### src/rtl/boardLink_params.svh
`ifndef BOARDLINK_PARAMS_SVH
`define BOARDLINK_PARAMS_SVH

// board geometry
`define ROW_BITS 32 // data bits per board row
`define ROW_COUNT 8 // rows per board
`define INDEX_BITS 3 // row index width

// serial wire timing, in clk cycles per bit
`define BIT_PERIOD 4 // must be even

// index, row, then one even parity bit
`define WORD_BITS (`INDEX_BITS + `ROW_BITS + 1)

`endif

### src/rtl/boardLinkPkg.sv
`include "boardLink_params.svh"

package boardLinkPkg;

	// one row of the board image
	typedef logic [`ROW_BITS-1:0] rowData;

	// names one of the board rows
	typedef logic [`INDEX_BITS-1:0] rowIndex;

	// one bit per row, set once that row has arrived
	typedef logic [`ROW_COUNT-1:0] rowMask;

	// counts 0 to WORD_BITS inclusive
	typedef logic [$clog2(`WORD_BITS + 1)-1:0] bitCount;

	// serializer FSM
	typedef enum logic [1:0] {
		idle, // waiting for a host row
		waitPeer, // row latched, peer not ready yet
		shift, // word on the wire
		gap // frame low for one bit period
	} serState;

endpackage

### src/rtl/rowStreamIf.sv
`timescale 1ns/1ps

interface rowStreamIf import boardLinkPkg::*; ();

	logic valid;
	logic ready;
	rowData row;
	rowIndex index;
	logic parityError; // word failed the even parity check

	modport source (
		output valid, row, index, parityError,
		input ready
	);

	modport sink (
		input valid, row, index, parityError,
		output ready
	);

endinterface

### src/rtl/boardSerializer.sv
`timescale 1ns/1ps
`include "boardLink_params.svh"

module boardSerializer import boardLinkPkg::*; (
	input logic clk,
	input logic arstN,
	input logic txValid,
	output logic txReady,
	input rowData txRow,
	input rowIndex txIndex,
	input logic peerReady,
	output logic sclkOut,
	output logic sdataOut,
	output logic sframeOut
);

	localparam int unsigned PHASE_BITS = $clog2(`BIT_PERIOD);
	localparam int unsigned HALF_PERIOD = `BIT_PERIOD / 2;

	serState state;
	logic [PHASE_BITS-1:0] phase; // clk cycle within the current bit
	bitCount bitsSent;
	logic [`WORD_BITS-1:0] shiftReg; // MSB is the bit on the wire
	logic [1:0] peerSync;
	logic accept;
	logic periodEnd;

	assign accept = txValid && txReady;
	assign periodEnd = (phase == PHASE_BITS'(`BIT_PERIOD - 1));

	assign txReady = (state == idle);
	assign sframeOut = (state == shift);
	assign sclkOut = sframeOut && (phase >= PHASE_BITS'(HALF_PERIOD)); // high in second half
	assign sdataOut = sframeOut && shiftReg[`WORD_BITS-1];

	always_ff @(posedge clk or negedge arstN) begin
		if (!arstN) begin
			peerSync <= '0;
		end else begin
			peerSync <= {peerSync[0], peerReady}; // peer runs on its own clock
		end
	end

	always_ff @(posedge clk or negedge arstN) begin
		if (!arstN) begin
			state <= idle;
			phase <= '0;
			bitsSent <= '0;
		end else begin
			case (state)
				idle: begin
					if (accept) begin
						state <= waitPeer;
					end
				end
				waitPeer: begin
					if (peerSync[1]) begin // frame rises next cycle
						state <= shift;
						phase <= '0;
						bitsSent <= '0;
					end
				end
				shift: begin
					if (periodEnd) begin
						phase <= '0;
						bitsSent <= bitsSent + 1'b1;
						if (bitsSent == bitCount'(`WORD_BITS - 1)) begin
							state <= gap; // last bit done
						end
					end else begin
						phase <= phase + 1'b1;
					end
				end
				gap: begin
					if (periodEnd) begin
						state <= idle;
						phase <= '0;
					end else begin
						phase <= phase + 1'b1;
					end
				end
			endcase
		end
	end

	// data moves only at the end of a period, when sclk drops low
	always_ff @(posedge clk) begin
		if (accept) begin
			shiftReg <= {txIndex, txRow, ^{txIndex, txRow}}; // even parity over the word
		end else if ((state == shift) && periodEnd) begin
			shiftReg <= {shiftReg[`WORD_BITS-2:0], 1'b0};
		end
	end

endmodule

### src/rtl/boardDeserializer.sv
`timescale 1ns/1ps
`include "boardLink_params.svh"

module boardDeserializer import boardLinkPkg::*; (
	input logic clk,
	input logic arstN,
	input logic sclkIn,
	input logic sdataIn,
	input logic sframeIn,
	rowStreamIf.source rowOut,
	output logic busy
);

	logic [1:0] sclkSync;
	logic [1:0] dataSync;
	logic [1:0] frameSync;
	logic sclkPrev; // edge detect stage
	logic sclkRise;
	bitCount bitsIn;
	logic [`WORD_BITS-1:0] wordReg;
	logic wordDone;
	logic holdValid; // holding register full
	logic take;
	logic load;

	assign sclkRise = frameSync[1] && sclkSync[1] && !sclkPrev; // ignore sclk outside a frame
	assign wordDone = (bitsIn == bitCount'(`WORD_BITS));
	assign take = holdValid && rowOut.ready;
	assign load = wordDone && (!holdValid || take); // word is dropped on overrun

	assign rowOut.valid = holdValid;
	assign busy = holdValid;

	always_ff @(posedge clk or negedge arstN) begin
		if (!arstN) begin
			sclkSync <= '0;
			dataSync <= '0;
			frameSync <= '0;
			sclkPrev <= 1'b0;
		end else begin
			sclkSync <= {sclkSync[0], sclkIn};
			dataSync <= {dataSync[0], sdataIn};
			frameSync <= {frameSync[0], sframeIn};
			sclkPrev <= sclkSync[1];
		end
	end

	always_ff @(posedge clk or negedge arstN) begin
		if (!arstN) begin
			bitsIn <= '0;
		end else if (!frameSync[1] || wordDone) begin
			bitsIn <= '0; // restart between frames
		end else if (sclkRise) begin
			bitsIn <= bitsIn + 1'b1;
		end
	end

	always_ff @(posedge clk) begin
		if (sclkRise) begin
			wordReg <= {wordReg[`WORD_BITS-2:0], dataSync[1]}; // MSB first
		end
	end

	always_ff @(posedge clk or negedge arstN) begin
		if (!arstN) begin
			holdValid <= 1'b0;
		end else if (load) begin
			holdValid <= 1'b1;
		end else if (take) begin
			holdValid <= 1'b0;
		end
	end

	// fields stay put until the store takes the row
	always_ff @(posedge clk) begin
		if (load) begin
			rowOut.index <= wordReg[`WORD_BITS-1 -: `INDEX_BITS];
			rowOut.row <= wordReg[`ROW_BITS:1];
			rowOut.parityError <= ^wordReg; // nonzero means odd word
		end
	end

endmodule

### src/rtl/boardStore.sv
`timescale 1ns/1ps
`include "boardLink_params.svh"

module boardStore import boardLinkPkg::*; (
	input logic clk,
	input logic arstN,
	rowStreamIf.sink rowIn,
	input logic rxHold,
	output logic rxRowValid,
	output rowData rxRow,
	output rowIndex rxIndex,
	output logic rxParityError,
	output logic frameComplete,
	input rowIndex readIndex,
	output rowData readRow
);

	rowData rows [`ROW_COUNT];
	rowMask mask;
	rowMask nextMask;
	logic take;
	logic goodTake; // take without parity error

	assign rowIn.ready = !rxHold;
	assign take = rowIn.valid && rowIn.ready;
	assign goodTake = take && !rowIn.parityError;
	assign nextMask = mask | (rowMask'(1) << rowIn.index);
	assign readRow = rows[readIndex];

	always_ff @(posedge clk or negedge arstN) begin
		if (!arstN) begin
			rxRowValid <= 1'b0;
			frameComplete <= 1'b0;
			mask <= '0;
		end else begin
			rxRowValid <= take; // every row is reported, good or bad
			frameComplete <= 1'b0;
			if (goodTake) begin
				if (&nextMask) begin
					frameComplete <= 1'b1; // whole board arrived
					mask <= '0;
				end else begin
					mask <= nextMask;
				end
			end
		end
	end

	always_ff @(posedge clk) begin
		if (take) begin
			rxRow <= rowIn.row;
			rxIndex <= rowIn.index;
			rxParityError <= rowIn.parityError;
		end
	end

	// board image reads as all zero until rows arrive
	always_ff @(posedge clk or negedge arstN) begin
		if (!arstN) begin
			for (int i = 0; i < `ROW_COUNT; i++) begin
				rows[i] <= '0;
			end
		end else if (goodTake) begin
			rows[rowIn.index] <= rowIn.row;
		end
	end

endmodule

### src/rtl/boardLink.sv
`timescale 1ns/1ps

module boardLink import boardLinkPkg::*; (
	input logic clk,
	input logic arstN,
	input logic txValid,
	output logic txReady,
	input rowData txRow,
	input rowIndex txIndex,
	input logic peerReady,
	output logic sclkOut,
	output logic sdataOut,
	output logic sframeOut,
	input logic sclkIn,
	input logic sdataIn,
	input logic sframeIn,
	output logic localReady,
	input logic rxHold,
	output logic rxRowValid,
	output rowData rxRow,
	output rowIndex rxIndex,
	output logic rxParityError,
	output logic frameComplete,
	input rowIndex readIndex,
	output rowData readRow
);

	rowStreamIf rowLink ();
	logic deserBusy;

	boardSerializer serializer (
		.clk(clk),
		.arstN(arstN),
		.txValid(txValid),
		.txReady(txReady),
		.txRow(txRow),
		.txIndex(txIndex),
		.peerReady(peerReady),
		.sclkOut(sclkOut),
		.sdataOut(sdataOut),
		.sframeOut(sframeOut)
	);

	boardDeserializer deserializer (
		.clk(clk),
		.arstN(arstN),
		.sclkIn(sclkIn),
		.sdataIn(sdataIn),
		.sframeIn(sframeIn),
		.rowOut(rowLink.source),
		.busy(deserBusy)
	);

	boardStore store (
		.clk(clk),
		.arstN(arstN),
		.rowIn(rowLink.sink),
		.rxHold(rxHold),
		.rxRowValid(rxRowValid),
		.rxRow(rxRow),
		.rxIndex(rxIndex),
		.rxParityError(rxParityError),
		.frameComplete(frameComplete),
		.readIndex(readIndex),
		.readRow(readRow)
	);

	// tell the peer to wait while a row is parked or the host holds off
	always_ff @(posedge clk or negedge arstN) begin
		if (!arstN) begin
			localReady <= 1'b0;
		end else begin
			localReady <= !deserBusy && !rxHold;
		end
	end

endmodule

### config.mk
export PLATFORM = sky130hd
export DESIGN_NAME = boardLink
export DESIGN_NICKNAME = d
export VERILOG_FILES = /design/src/rtl/boardLinkPkg.sv /design/src/rtl/rowStreamIf.sv /design/src/rtl/boardSerializer.sv /design/src/rtl/boardDeserializer.sv /design/src/rtl/boardStore.sv /design/src/rtl/boardLink.sv
export VERILOG_INCLUDE_DIRS = /design/src /design/src/rtl
export SDC_FILE = /design/constraint.sdc
export NUM_CORES = 1
export LEC_CHECK = 0
export ABC_AREA = 1
export BUFFER_PORTS_ARGS = -buffer_cell sky130_fd_sc_hd__buf_2
export CORE_MARGIN = 2
export CORE_UTILIZATION = 56
export CTS_CLUSTER_DIAMETER = 50
export DETAILED_ROUTE_END_ITERATION = 10
export HOLD_SLACK_MARGIN = 0.03
export PLACE_DENSITY = 0.75
export SLEW_MARGIN = 20
export SYNTH_ARGS = -nofsm -noshare
export SYNTH_HDL_FRONTEND = slang
export SYNTH_SLANG_ARGS = --single-unit
### constraint.sdc
create_clock -name clk -period 9.6 [get_ports clk]
set_clock_uncertainty 0.1 [all_clocks]
set_input_delay 1.44 -clock clk [delete_from_list [all_inputs] [get_ports clk]]
set_output_delay 1.44 -clock clk [all_outputs]
set_load 0.01 [all_outputs]
==> results.rst, run 1 <==
.. list-table::
   :header-rows: 1

   * - Metric
     - Value
   * - Outcome
     - finished clean
   * - Total length of routed wires
     - 43,800 um
   * - Top Ports
     - 121
   * - Syn Area/Cell
     - 9.38 um2
   * - Element type at the critical path start
     - primary input
   * - Initial antenna violation count
     - 0
   * - Total negative slack
     - 0 ns
   * - Slew @ Worst Pin
     - 1.11 ns
   * - Data required, critical path
     - 8.06 ns
   * - Static power due to leakage
     - 0.00957 uW
   * - Fraction of final layout cells sized beyond drive strength 1
     - 0.112
   * - First-pass GRT wire length
     - 71,200 um
   * - Seq/Total Area, Yosys
     - 0.620
   * - Area of the core region
     - 33,300 um2
   * - Number of library cell types mapped by synthesis
     - 34
   * - Mapped Cells
     - 2,003
   * - Maximum fanout count along the critical path
     - between 80 and 90
   * - Largest stage delay on the critical path
     - 0.81 ns
   * - Initial core utilization
     - 0.565
   * - Total vias in the final route
     - 14,300
   * - Overflow after GRT
     - 0
   * - Category of cells accounting for the largest share of critical-path delay
     - buffers and inverters
   * - Gp weighted congestion
     - 0.794
   * - Maximum number of pins on one net before global-route repair
     - 187
   * - Number of synthesis warnings
     - 0
   * - Post-route core utilization
     - 0.640
   * - Placed cell areas
     - 19,700 um2
   * - Number of cell rows
     - between 60 and 70
   * - Port buffer count
     - 120
   * - CP cell instances
     - buf_4 > buf_4 > o21ai_0 > o22ai_1 > nor2_1 > a31oi_1 > buf_2
   * - Fraction of the cycle the final worst path needs
     - 0.564
   * - Max VDD drop
     - about 0.17 mV
   * - Post-synthesis sequential element count
     - 437
   * - Clock tree from TritonCTS
     - built
   * - Count of hold-fix buffers inserted at cts
     - 0
   * - Number of CTS-inserted buffers
     - 47
   * - Async set-reset flop share out of synthesis
     - 0.670
   * - Final Hold Viols
     - 0
   * - Root buf cell
     - clkbuf_16
   * - Summed area of non-filler cells in the final layout
     - 21,300 um2
   * - H-tree levels
     - 2
   * - Setup bufs post-CTS
     - 0
   * - Area added between synthesis and finish
     - 13.3%
   * - Endpoint type of the worst setup path
     - output port
   * - Resized cells post-CTS
     - 0
   * - Clock Latency Late Sink
     - 0.56 ns
   * - Pwr/cell area
     - roughly 200 nW/um2
   * - Vias per inst
     - 5.57
   * - Period minus WS final
     - roughly 5.4 ns
   * - Syn Nets
     - 2,059
   * - Buffers plus inverters on the worst setup path
     - 3
   * - Die span in x
     - 187 um
   * - Number of filler instances in the final layout
     - 2,695
   * - Predominant post-synthesis flop cell
     - dfrtp_1
   * - Detail-routed net length per standard cell
     - 17.1 um
   * - Number of inserted diodes
     - 0
   * - Total Die Area
     - 35,000 um2
   * - Number of optimization iterations in the first detailed-route pass
     - 5
   * - Number of pins exceeding their max-slew limit in the final report
     - 0
   * - Unrepaired setup endpoints after global routing
     - no
   * - Clock slew seen by the registers of the worst setup and hold paths
     - 0.06 ns
   * - Data arrival at the endpoint of the critical path
     - ~3.9 ns
   * - Remaining routing DRC violations
     - 0
   * - Synthesized area
     - approximately 19,000 um2
   * - Critical path start-end classification
     - in2out
   * - MaxCap Viol Count
     - 0
   * - Cell mode on critical path
     - buf_4
   * - Detailed placement HPWL
     - 26,000 um
   * - Initial DRC Count
     - ~1,300
   * - Achievable frequency
     - 0.185 GHz
   * - Count of nets after finishing
     - 2,138
   * - Via count of the first global-routing pass
     - around 14,000
   * - Max stage delay cell, worst path
     - buf_4
   * - Final number of setup-violating endpoints
     - 0
   * - Aggregate global-route resource usage
     - 0.252
   * - Deepest clock path buffer count
     - 3
   * - Height of the chip
     - 187 um
   * - Remaining antenna violation count after routing
     - 0
   * - Worst slew slack as a fraction of its limit
     - 0.262
   * - Number of enable-type register cells in the synthesized netlist
     - 144
   * - Tightest Hold Check Type
     - reg2reg
   * - Number of clock sinks
     - between 400 and 500
## cells in the final DEF (no fill, tap or decap), types with 7 or more instances in the layout
| cell | count |
|---|---|
| nand2_1 | 505 |
| o21ai_0 | 407 |
| dfrtp_1 | 293 |
| nor2_1 | 192 |
| edfxtp_1 | 144 |
| inv_1 | 121 |
| buf_2 | 118 |
| a21oi_1 | 48 |
| clkbuf_16 | 48 |
| a31oi_1 | 33 |
| o22ai_1 | 32 |
| xnor2_1 | 29 |
| xor2_1 | 26 |
| nand3_1 | 17 |
| buf_4 | 15 |
| ha_1 | 10 |
| clkbuf_1 | 8 |
| clkinv_2 | 8 |
| nor3_1 | 7 |
## cell type report
type | count | area [um2] | area share
clock inverter | 25 | 295 | 0.0139
multi-input combinational | 1334 | 6270 | 0.295
timing repair buffer | 136 | 766 | 0.0360
inverter | 126 | 473 | 0.0222
tap | 448 | 561 | 0.0263
sequential | 437 | 11700 | 0.547
clock buffer | 59 | 1270 | 0.0598
## final timing paths
kind / startpoint / end / slack, ns / cells past startpoint
worst max-delay path: readIndex[0] / readRow[10] / 4.19 / 7
worst min-delay path: deserializer.sclkSync[0]$_DFF_PN0_ / deserializer.sclkSync[1]$_DFF_PN0_ / 0.25 / 0
worst max register to register: serializer.state[0]$_DFFE_PN0P_ / serializer.shiftReg[8]$_DFFE_PP_ / 7.35 / 7
worst min register to register: deserializer.sclkSync[0]$_DFF_PN0_ / deserializer.sclkSync[1]$_DFF_PN0_ / 0.25 / 0
max in group asynchronous: arstN / store.rows[38]$_DFFE_PN0P_ / 7.10 / 2
min in group asynchronous: arstN / store.rows[246]$_DFFE_PN0P_ / 0.85 / 1
## logic make-up after synthesis
| logic type | after synthesis | synth area share |
|---|---|---|
| buf+inv | 232 | 0.0477 |
| fa+ha+maj | 10 | 0.00666 |
| flops | 437 | 0.620 |
| simple gates | 742 | 0.154 |
| compound gates | 526 | 0.145 |
| mux | 1 | 0.000599 |
| xor+xnor | 55 | 0.0256 |
## synthesized netlist by cell type (all sizes together) (2+ instances only)
cell type / number / area (um2)
nand2: 511 / 1930
o21ai: 409 / 2050
dfrtp: 293 / 7330
nor2: 195 / 734
edfxtp: 144 / 4320
inv: 125 / 469
clkbuf: 81 / 304
a21oi: 49 / 245
a31oi: 33 / 206
o22ai: 32 / 200
xnor2: 29 / 254
xor2: 26 / 228
buf: 25 / 120
nand3: 17 / 85.1
nor3: 12 / 91.3
ha: 10 / 125
or2: 3 / 18.8
nand4: 2 / 12.5
## sequential cells by signal, summed over array words and instances (netlist names), 3 cells and up
register,count
store.rows,256
deserializer.wordReg,36
serializer.shiftReg,36
deserializer.rowOut.row,32
store.rxRow,32
store.mask,8
deserializer.bitsIn,6
serializer.bitsSent,6
deserializer.rowOut.index,3
store.rxIndex,3
## report_power, final
part           total [uW]  switching [uW]  internal (uW)
clock network        1830             747           1080
logic                 416             285            132
registers            2040            28.4           2010
total                4280            1060           3220
## routing by layer
metal  share of wire  up-vias  GRT usage
met2            0.48      446      0.403
met5               0        -          0
met4           0.027        0     0.0900
met3           0.064       74     0.0454
li1                -     6806          -
met1            0.43     6957      0.350
## through the flow
stage / setup slack (ns) / std cells / hold WS, ns / total power [uW]
after floorplan: 5.53 / 2003 / 0.231 / 2350
after global placement: 4.22 / 2480 / 0.232 / 2470
after detailed placement: 4.22 / 2481 / 0.237 / 2490
after CTS: 4.23 / 2565 / 0.251 / 4310
after global routing: 4.04 / 2565 / 0.243 / 4450
final: 4.19 / 2565 / 0.247 / 4280
## worst register-to-register path, cell delays in order, from the launching register on
cell,delay (ns)
dfrtp_1,0.37
inv_1,0.10
ha_1,0.24
nand2_1,0.08
buf_4,0.40
inv_1,0.46
nand2_1,0.15
nand2_1,0.09
(Power assumes the default switching activity.)
==> run 2, diff against run 1 <==
--- a/config.mk
+++ b/config.mk
@@ -6,14 +6,14 @@
 export SDC_FILE = /design/constraint.sdc
 export NUM_CORES = 1
 export LEC_CHECK = 0
-export ABC_AREA = 1
+export ABC_AREA = 0
 export BUFFER_PORTS_ARGS = -buffer_cell sky130_fd_sc_hd__buf_2
 export CORE_MARGIN = 2
-export CORE_UTILIZATION = 56
+export CORE_UTILIZATION = 55
 export CTS_CLUSTER_DIAMETER = 50
 export DETAILED_ROUTE_END_ITERATION = 10
 export HOLD_SLACK_MARGIN = 0.03
-export PLACE_DENSITY = 0.75
+export PLACE_DENSITY = 0.76
 export SLEW_MARGIN = 20
 export SYNTH_ARGS = -nofsm -noshare
 export SYNTH_HDL_FRONTEND = slang
==> constraint.sdc (replaced) <==
create_clock -name clk -period 4.8 [get_ports clk]
set_clock_uncertainty 0.1 [all_clocks]
set_input_delay 0.72 -clock clk [delete_from_list [all_inputs] [get_ports clk]]
set_output_delay 0.72 -clock clk [all_outputs]
set_load 0.01 [all_outputs]
==> results.rst, run 2 <==
.. list-table::
   :header-rows: 1

   * - Metric
     - Value
   * - Outcome
     - finished clean (unchanged)
   * - Summed area of non-filler cells in the final layout
     - 21,300 um2 (about the same)
   * - Data required, critical path
     - 3.98 ns (was 8.06 ns)
   * - Predominant post-synthesis flop cell
     - dfrtp_1 (unchanged)
   * - Vias per inst
     - 5.73 (was 5.57)
   * - Placed cell areas
     - 19,700 um2 (about the same)
   * - Total negative slack
     - 0 ns (unchanged)
   * - Clock tree from TritonCTS
     - built (unchanged)
   * - Remaining routing DRC violations
     - 0 (unchanged)
   * - Cell taking the most area after synthesis
     - dfrtp_1 (unchanged)
   * - Critical path start-end classification
     - in2out (unchanged)
   * - Initial DRC Count
     - 529 (was 1,264)
   * - Wire length on met1
     - 16,000 um (was 18,800 um)
   * - Slew @ Worst Pin
     - 1.05 ns (was 1.11 ns)
   * - Count of hold-fix buffers inserted at cts
     - 0 (unchanged)
   * - Post-synth top area share
     - 0.395 (was 0.390)
   * - Top Ports
     - 121 (unchanged)
   * - Endpoint type of the worst setup path
     - output port (unchanged)
   * - Max VDD drop
     - 0.311 mV (was 0.170 mV)
   * - Resized cells post-CTS
     - 0 (unchanged)
   * - MaxCap Viol Count
     - 0 (unchanged)
   * - Number of library cell types mapped by synthesis
     - 44 (was 34)
   * - Clock slew seen by the registers of the worst setup and hold paths
     - 0.06 ns (about the same)
   * - Number of inserted diodes
     - 0 (unchanged)
   * - Height of the chip
     - 188 um (was 187 um)
   * - Non-Filler Instances
     - 1,699 (was 2,565)
   * - Clock Latency Late Sink
     - 0.56 ns (about the same)
   * - Data arrival at the endpoint of the critical path
     - 2.67 ns (was 3.87 ns)
   * - Routed wl met3
     - 2070 um (was 2810 um)
   * - Most frequent cells in the layout
     - mux2_2 (296), dfrtp_1 (293), edfxtp_1 (144) (was nand2_1 (505), o21ai_0 (407), dfrtp_1 (293))
   * - Number of cell rows
     - 67 (unchanged)
   * - Number of flip-flops in the largest register
     - 256 (unchanged)
   * - Static power due to leakage
     - 0.00969 uW (was 0.00957 uW)
   * - Via count of the first global-routing pass
     - 10,400 (was 13,900)
   * - Initial antenna violation count
     - 1 (was 0)
   * - Gp weighted congestion
     - 0.753 (was 0.794)
   * - Period minus WS final
     - 3.49 ns
   * - Number of optimization iterations in the first detailed-route pass
     - 5 (unchanged)
   * - Area of the core region
     - 33,400 um2 (was 33,300 um2)
   * - Final number of setup-violating endpoints
     - 0 (unchanged)
   * - Fraction of the cycle the final worst path needs
     - 0.728
   * - Overflow after GRT
     - 0 (unchanged)
   * - Maximum fanout count along the critical path
     - 37 (was 89)
   * - Register with the highest flop count
     - store.rows (unchanged)
   * - Port buffer count
     - 120 (unchanged)
   * - Initial core utilization
     - 0.557 (was 0.565)
   * - WL met2
     - 17,800 um (was 21,000 um)
   * - Root buf cell
     - clkbuf_16 (unchanged)
   * - Die span in x
     - 188 um (was 187 um)
   * - First-pass GRT wire length
     - 59,000 um (was 71,200 um)
   * - Achievable frequency
     - approximately 0.29 GHz
   * - Aggregate global-route resource usage
     - 0.214 (was 0.252)
   * - Deepest clock path buffer count
     - 3 (unchanged)
   * - Final Hold Viols
     - 0 (unchanged)
   * - Number of clock sinks
     - 437 (unchanged)
   * - Number of instances in the placed design
     - 1,609 (was 2,481)
   * - Unrepaired setup endpoints after global routing
     - no (unchanged)
   * - Maximum number of pins on one net before global-route repair
     - 106 (was 187)
   * - Remaining antenna violation count after routing
     - 0 (unchanged)
   * - Detailed placement HPWL
     - 21,500 um (was 26,000 um)
   * - Area added between synthesis and finish
     - 14.9% (was 13.3%)
   * - Number of synthesis warnings
     - 0 (unchanged)
   * - Number of CTS-inserted buffers
     - 48 (was 47)
   * - Detail-routed net length per standard cell
     - 21.5 um (was 17.1 um)
   * - Tightest Hold Check Type
     - in2async (was reg2reg)
   * - Total vias in the final route
     - 9,729 (was 14,300)
   * - Element type at the critical path start
     - primary input (unchanged)
   * - Count of nets after finishing
     - 1,267 (was 2,138)
   * - Syn Nets
     - 1,134 (was 2,059)
   * - Async set-reset flop share out of synthesis
     - 0.670 (unchanged)
   * - Fraction of final layout cells sized beyond drive strength 1
     - 0.492 (was 0.112)
   * - Worst slew slack as a fraction of its limit
     - 0.299 (was 0.262)
   * - Syn Area/Cell
     - 17.2 um2 (was 9.38 um2)
   * - Most common library cells after synthesis
     - mux2_2 (296), dfrtp_1 (293), edfxtp_1 (144) (was nand2_1 (505), o21ai_0 (407), dfrtp_1 (293))
   * - Post-synthesis sequential element count
     - 437 (unchanged)
   * - H-tree levels
     - 2 (unchanged)
   * - Seq/Total Area, Yosys
     - 0.628 (was 0.620)
   * - Registers with the most flip-flops
     - store.rows x256, deserializer.wordReg x36, serializer.shiftReg x36 (unchanged)
   * - Largest cells by area after synthesis
     - dfrtp_1 (39%), edfxtp_1 (23%), mux2_2 (18%), mux4_2 (7.8%), xnor2_1 (2.7%) (was dfrtp_1 (39%), edfxtp_1 (23%), o21ai_0 (11%), nand2_1 (10%), nor2_1 (3.9%))
   * - Number of pins exceeding their max-slew limit in the final report
     - 0 (unchanged)
   * - Pwr/cell area
     - 397 nW/um2 (was 201 nW/um2)
   * - Synthesized area
     - 18,600 um2 (was 18,800 um2)
   * - Most common cell in the synthesized netlist
     - mux2_2 (was nand2_1)
   * - Commonest non-fill, non-tap cell in the layout
     - mux2_2 (was nand2_1)
   * - Total Die Area
     - 35,200 um2 (was 35,000 um2)
   * - Top sig layer
     - met5 (was met4)
   * - Total length of routed wires
     - 36,500 um (was 43,800 um)
   * - Power after layout
     - 8460 uW (was 4280 uW)
   * - Mapped Cells
     - 1,078 (was 2,003)
   * - Number of enable-type register cells in the synthesized netlist
     - 144 (unchanged)
   * - Setup bufs post-CTS
     - 0 (unchanged)
run 2: cell types whose count changed in the layout (fill, tap and decap cells not counted), sizes merged, moves of 33 or more:
cell   previous run  this run
mux2              1       325
nand2           511        17
a21oi            49         9
inv             128        20
mux4              0        64
a31oi            33         0
o21ai           409         6
nor2            195        17
run 2: worst paths after layout:
check | startpoint | end | slack, ns | cells after the start
worst min-delay path | arstN | serializer.phase[0]$_DFFE_PN0P_ | 0.05 | 1
worst min register to register | serializer.peerSync[0]$_DFF_PN0_ | serializer.peerSync[1]$_DFF_PN0_ | 0.25 | 0
worst max-delay path | readIndex[0] | readRow[22] | 1.31 | 5
worst max register to register | deserializer.rowOut.index[0]$_DFFE_PP_ | store.rows[232]$_DFFE_PN0P_ | 2.00 | 4
max in group asynchronous | arstN | store.rows[116]$_DFFE_PN0P_ | 3.46 | 2
min in group clk | peerReady | serializer.peerSync[0]$_DFF_PN0_ | 0.17 | 1
run 2: logic make-up after synthesis:
group,Yosys count,synth area share
fa+ha+maj,10,0.00674
xor+xnor,70,0.0352
buf+inv,67,0.0165
simple gates,76,0.0226
flops,437,0.628
mux,392,0.282
compound gates,26,0.00896
run 2: per-layer routing:
metal,vias up,track usage
met5,-,0
met4,2,0.0554
met3,54,0.0483
met2,230,0.348
met1,5142,0.297
li1,4301,-
run 2: layout make-up:
type / count / area, um2
sequential: 437 / 11700
multi-input combinational: 574 / 6640
tap: 448 / 561
clock inverter: 28 / 300
fill: 2383 / 12000
clock buffer: 62 / 1330
inverter: 12 / 45.0
timing repair buffer: 138 / 798
run 2: power by group:
group | internal (uW) | switching, uW
combinational | 319 | 359
clock | 2240 | 1490
sequential | 4010 | 51.9
total | 6560 | 1900
run 2: per-stage QoR:
stage | setup WS, ns | hold slack, ns | utilization
floorplan | 1.26 | 0.231 | -
global placement | 1.26 | 0.234 | 0.590
detailed placement | 1.24 | 0.236 | 0.590
CTS | 1.24 | 0.110 | 0.639
global route | 1.12 | 0.120 | 0.639
finish | 1.31 | 0.0529 | 0.639
run 2: worst max-delay path: stages:
cell,delay (ns)
buf_4,0.59
buf_4,0.37
mux4_2,0.52
mux2_2,0.29
buf_2,0.14
==> run 3, diff against run 2 <==
--- a/config.mk
+++ b/config.mk
@@ -9,11 +9,11 @@
 export ABC_AREA = 0
 export BUFFER_PORTS_ARGS = -buffer_cell sky130_fd_sc_hd__buf_2
 export CORE_MARGIN = 2
-export CORE_UTILIZATION = 55
+export CORE_UTILIZATION = 56
 export CTS_CLUSTER_DIAMETER = 50
 export DETAILED_ROUTE_END_ITERATION = 10
 export HOLD_SLACK_MARGIN = 0.03
-export PLACE_DENSITY = 0.76
+export PLACE_DENSITY = 0.75
 export SLEW_MARGIN = 20
 export SYNTH_ARGS = -nofsm -noshare
 export SYNTH_HDL_FRONTEND = slang
==> constraint.sdc (replaced) <==
create_clock -name clk -period 3.3 [get_ports clk]
set_clock_uncertainty 0.1 [all_clocks]
set_input_delay 0.495 -clock clk [delete_from_list [all_inputs] [get_ports clk]]
set_output_delay 0.495 -clock clk [all_outputs]
set_load 0.01 [all_outputs]
==> results.rst, run 3 (synthesis results as in run 2) <==
.. list-table::
   :header-rows: 1

   * - Metric
     - Value
   * - Remaining antenna violation count after routing
     - 0 (unchanged)
   * - Top Ports
     - 121 (unchanged)
   * - Outcome
     - finished clean (unchanged)
   * - Worst slack, placed
     - 0.615 ns (was 1.24 ns)
   * - Initial core utilization
     - 0.569 (was 0.557)
   * - Remaining routing DRC violations
     - 0 (unchanged)
   * - Critical path start-end classification
     - in2out (unchanged)
   * - Commonest non-fill, non-tap cell in the layout
     - mux2_2 (unchanged)
   * - Max stage delay cell, worst path
     - mux4_2 (was buf_4)
   * - Fraction of final layout cells sized beyond drive strength 1
     - 0.485 (was 0.492)
   * - Vias per inst
     - 5.72 (was 5.73)
   * - Port buffer count
     - 120 (unchanged)
   * - Area of the core region
     - 32,600 um2 (was 33,400 um2)
   * - Total vias in the final route
     - 9,715 (was 9,729)
   * - Count of nets after finishing
     - 1,274 (was 1,267)
   * - Detailed placement HPWL
     - 21,100 um (was 21,500 um)
   * - Root buf cell
     - clkbuf_16 (unchanged)
   * - Slew @ Worst Pin
     - 1.12 ns (was 1.05 ns)
   * - Number of CTS-inserted buffers
     - 46 (was 48)
   * - Number of filler instances in the final layout
     - 2,292 (was 2,383)
   * - Initial antenna violation count
     - 1 (unchanged)
   * - Total Die Area
     - 34,600 um2 (was 35,200 um2)
   * - Data required, critical path
     - 2.70 ns (was 3.98 ns)
   * - Overflow after GRT
     - 0 (unchanged)
   * - Via count of the first global-routing pass
     - 10,200 (was 10,400)
   * - Final Hold Viols
     - 0 (unchanged)
   * - Cell mode on critical path
     - buf_4 (unchanged)
   * - Final worst-path setup slack
     - 0.657 ns (was 1.31 ns)
   * - Unrepaired setup endpoints after global routing
     - no (unchanged)
   * - Summed area of non-filler cells in the final layout
     - 21,400 um2 (was 21,300 um2)
   * - Power after layout
     - 12,200 uW (was 8460 uW)
   * - Start point of the worst min-delay path
     - rxHold
   * - Number of inserted diodes
     - 0 (unchanged)
   * - Tightest Hold Check Type
     - in2reg (was in2async)
   * - CP cell instances
     - buf_4 > buf_4 > mux4_2 > mux2_2 > buf_2 (unchanged)
   * - Largest stage delay on the critical path
     - 0.58 ns (was 0.59 ns)
   * - Gp weighted congestion
     - 0.730 (was 0.753)
   * - MaxCap Viol Count
     - 0 (unchanged)
   * - Endpoint type of the worst setup path
     - output port (unchanged)
   * - First-pass GRT wire length
     - 57,100 um (was 59,000 um)
   * - Max VDD drop
     - 0.504 mV (was 0.311 mV)
   * - Deepest clock path buffer count
     - 3 (unchanged)
   * - Number of clock sinks
     - 437 (unchanged)
   * - Maximum fanout count along the critical path
     - 25 (was 37)
   * - Worst R2R Start
     - deserializer.rowOut.index[0]$_DFFE_PP_ (unchanged)
   * - Worst slew slack as a fraction of its limit
     - 0.255 (was 0.299)
   * - Registers with the most flip-flops
     - store.rows x256, deserializer.wordReg x36, serializer.shiftReg x36 (unchanged)
   * - Pwr/cell area
     - 568 nW/um2 (was 397 nW/um2)
   * - Number of pins exceeding their max-slew limit in the final report
     - 0 (unchanged)
   * - Maximum number of pins on one net before global-route repair
     - 75 (was 106)
   * - Total length of routed wires
     - 35,800 um (was 36,500 um)
   * - Placed cell areas
     - 19,800 um2 (was 19,700 um2)
   * - Height of the chip
     - 186 um (was 188 um)
   * - Die span in x
     - 186 um (was 188 um)
   * - Critical Path Source
     - readIndex[0] (unchanged)
   * - Element type at the critical path start
     - primary input (unchanged)
   * - Clock Latency Late Sink
     - 0.55 ns (was 0.56 ns)
   * - Number of flip-flops in the largest register
     - 256 (unchanged)
   * - Period minus WS final
     - 2.64 ns
   * - Static power due to leakage
     - 0.00974 uW (was 0.00969 uW)
   * - Final number of setup-violating endpoints
     - 0 (unchanged)
   * - Initial DRC Count
     - 527 (was 529)
   * - Setup bufs post-CTS
     - 0 (unchanged)
   * - Clock slew seen by the registers of the worst setup and hold paths
     - 0.06 ns (about the same)
   * - Fraction of the cycle the final worst path needs
     - 0.801
   * - Most frequent cells in the layout
     - mux2_2 (296), dfrtp_1 (293), edfxtp_1 (144) (unchanged)
   * - Total negative slack
     - 0 ns (unchanged)
   * - Data arrival at the endpoint of the critical path
     - 2.05 ns (was 2.67 ns)
   * - Clock tree from TritonCTS
     - built (unchanged)
   * - H-tree levels
     - 2 (unchanged)
   * - Number of cell rows
     - 66 (was 67)
   * - Number of optimization iterations in the first detailed-route pass
     - 5 (unchanged)
   * - Area added between synthesis and finish
     - 15.4% (was 14.9%)
   * - Detail-routed net length per standard cell
     - 21.1 um (was 21.5 um)
   * - Aggregate global-route resource usage
     - 0.217 (was 0.214)
   * - Achievable frequency
     - 0.378 GHz
   * - Register with the highest flop count
     - store.rows (unchanged)
## run 3: cell count changes in the layout (fill, tap and decap cells not counted), sizes merged
cell,before,now
inv,20,13
clkbuf,62,68
dlygate4sd3,0,5
buf,138,142
clkinvlp,2,0
bufinv,5,4
## run 3: routing by layer
layer | vias up | share of wire | track usage
met4 | 2 | 0.017 | 0.0542
li1 | 4293 | - | -
met2 | 218 | 0.48 | 0.346
met1 | 5150 | 0.45 | 0.308
met3 | 52 | 0.051 | 0.0452
met5 | - | 0.00036 | 0
## run 3: path summary, 6_finish.rpt
path | to | slack (ns) | depth (start not counted)
max | readRow[8] | 0.66 | 5
min | localReady$_DFF_PN0_ | 0.17 | 2
max reg2reg | store.rows[230]$_DFFE_PN0P_ | 0.66 | 4
max in group asynchronous | store.rows[199]$_DFFE_PN0P_ | 1.82 | 3
min in group asynchronous | store.rows[88]$_DFFE_PN0P_ | 0.40 | 2
min reg2reg | deserializer.sclkSync[1]$_DFF_PN0_ | 0.25 | 0
## run 3: cell type report
type,instances,area [um2],area share
Clock inverter,18,194,0.00905
Multi-Input combinational cell,574,6640,0.310
Sequential cell,437,11700,0.544
Inverter,12,45.0,0.00210
Timing Repair Buffer,147,978,0.0456
Tap cell,442,553,0.0258
Clock buffer,68,1370,0.0638
## run 3: through the flow
step | util | instances | hold slack (ns)
after global placement | 0.608 | 1607 | 0.232
after CTS | 0.657 | 1698 | 0.144
after detailed placement | 0.608 | 1607 | 0.236
after floorplan | - | 1078 | 0.0994
after global routing | 0.657 | 1698 | 0.156
final | 0.657 | 1698 | 0.165
## run 3: repair_timing
item,in CTS,in global routing
hold buffers,5,0
resized for setup,0,0
hold endpoints to repair,74,0
## run 3: report_power, final
part	internal, uW	switching [uW]
logic	479	523
registers	5830	73.1
clock network	3180	2080
## run 3: worst max-delay path, delay by kind of cell
family | cells | cell delay [ns]
muxes | 2 | 0.86
buffers and inverters | 3 | 0.67
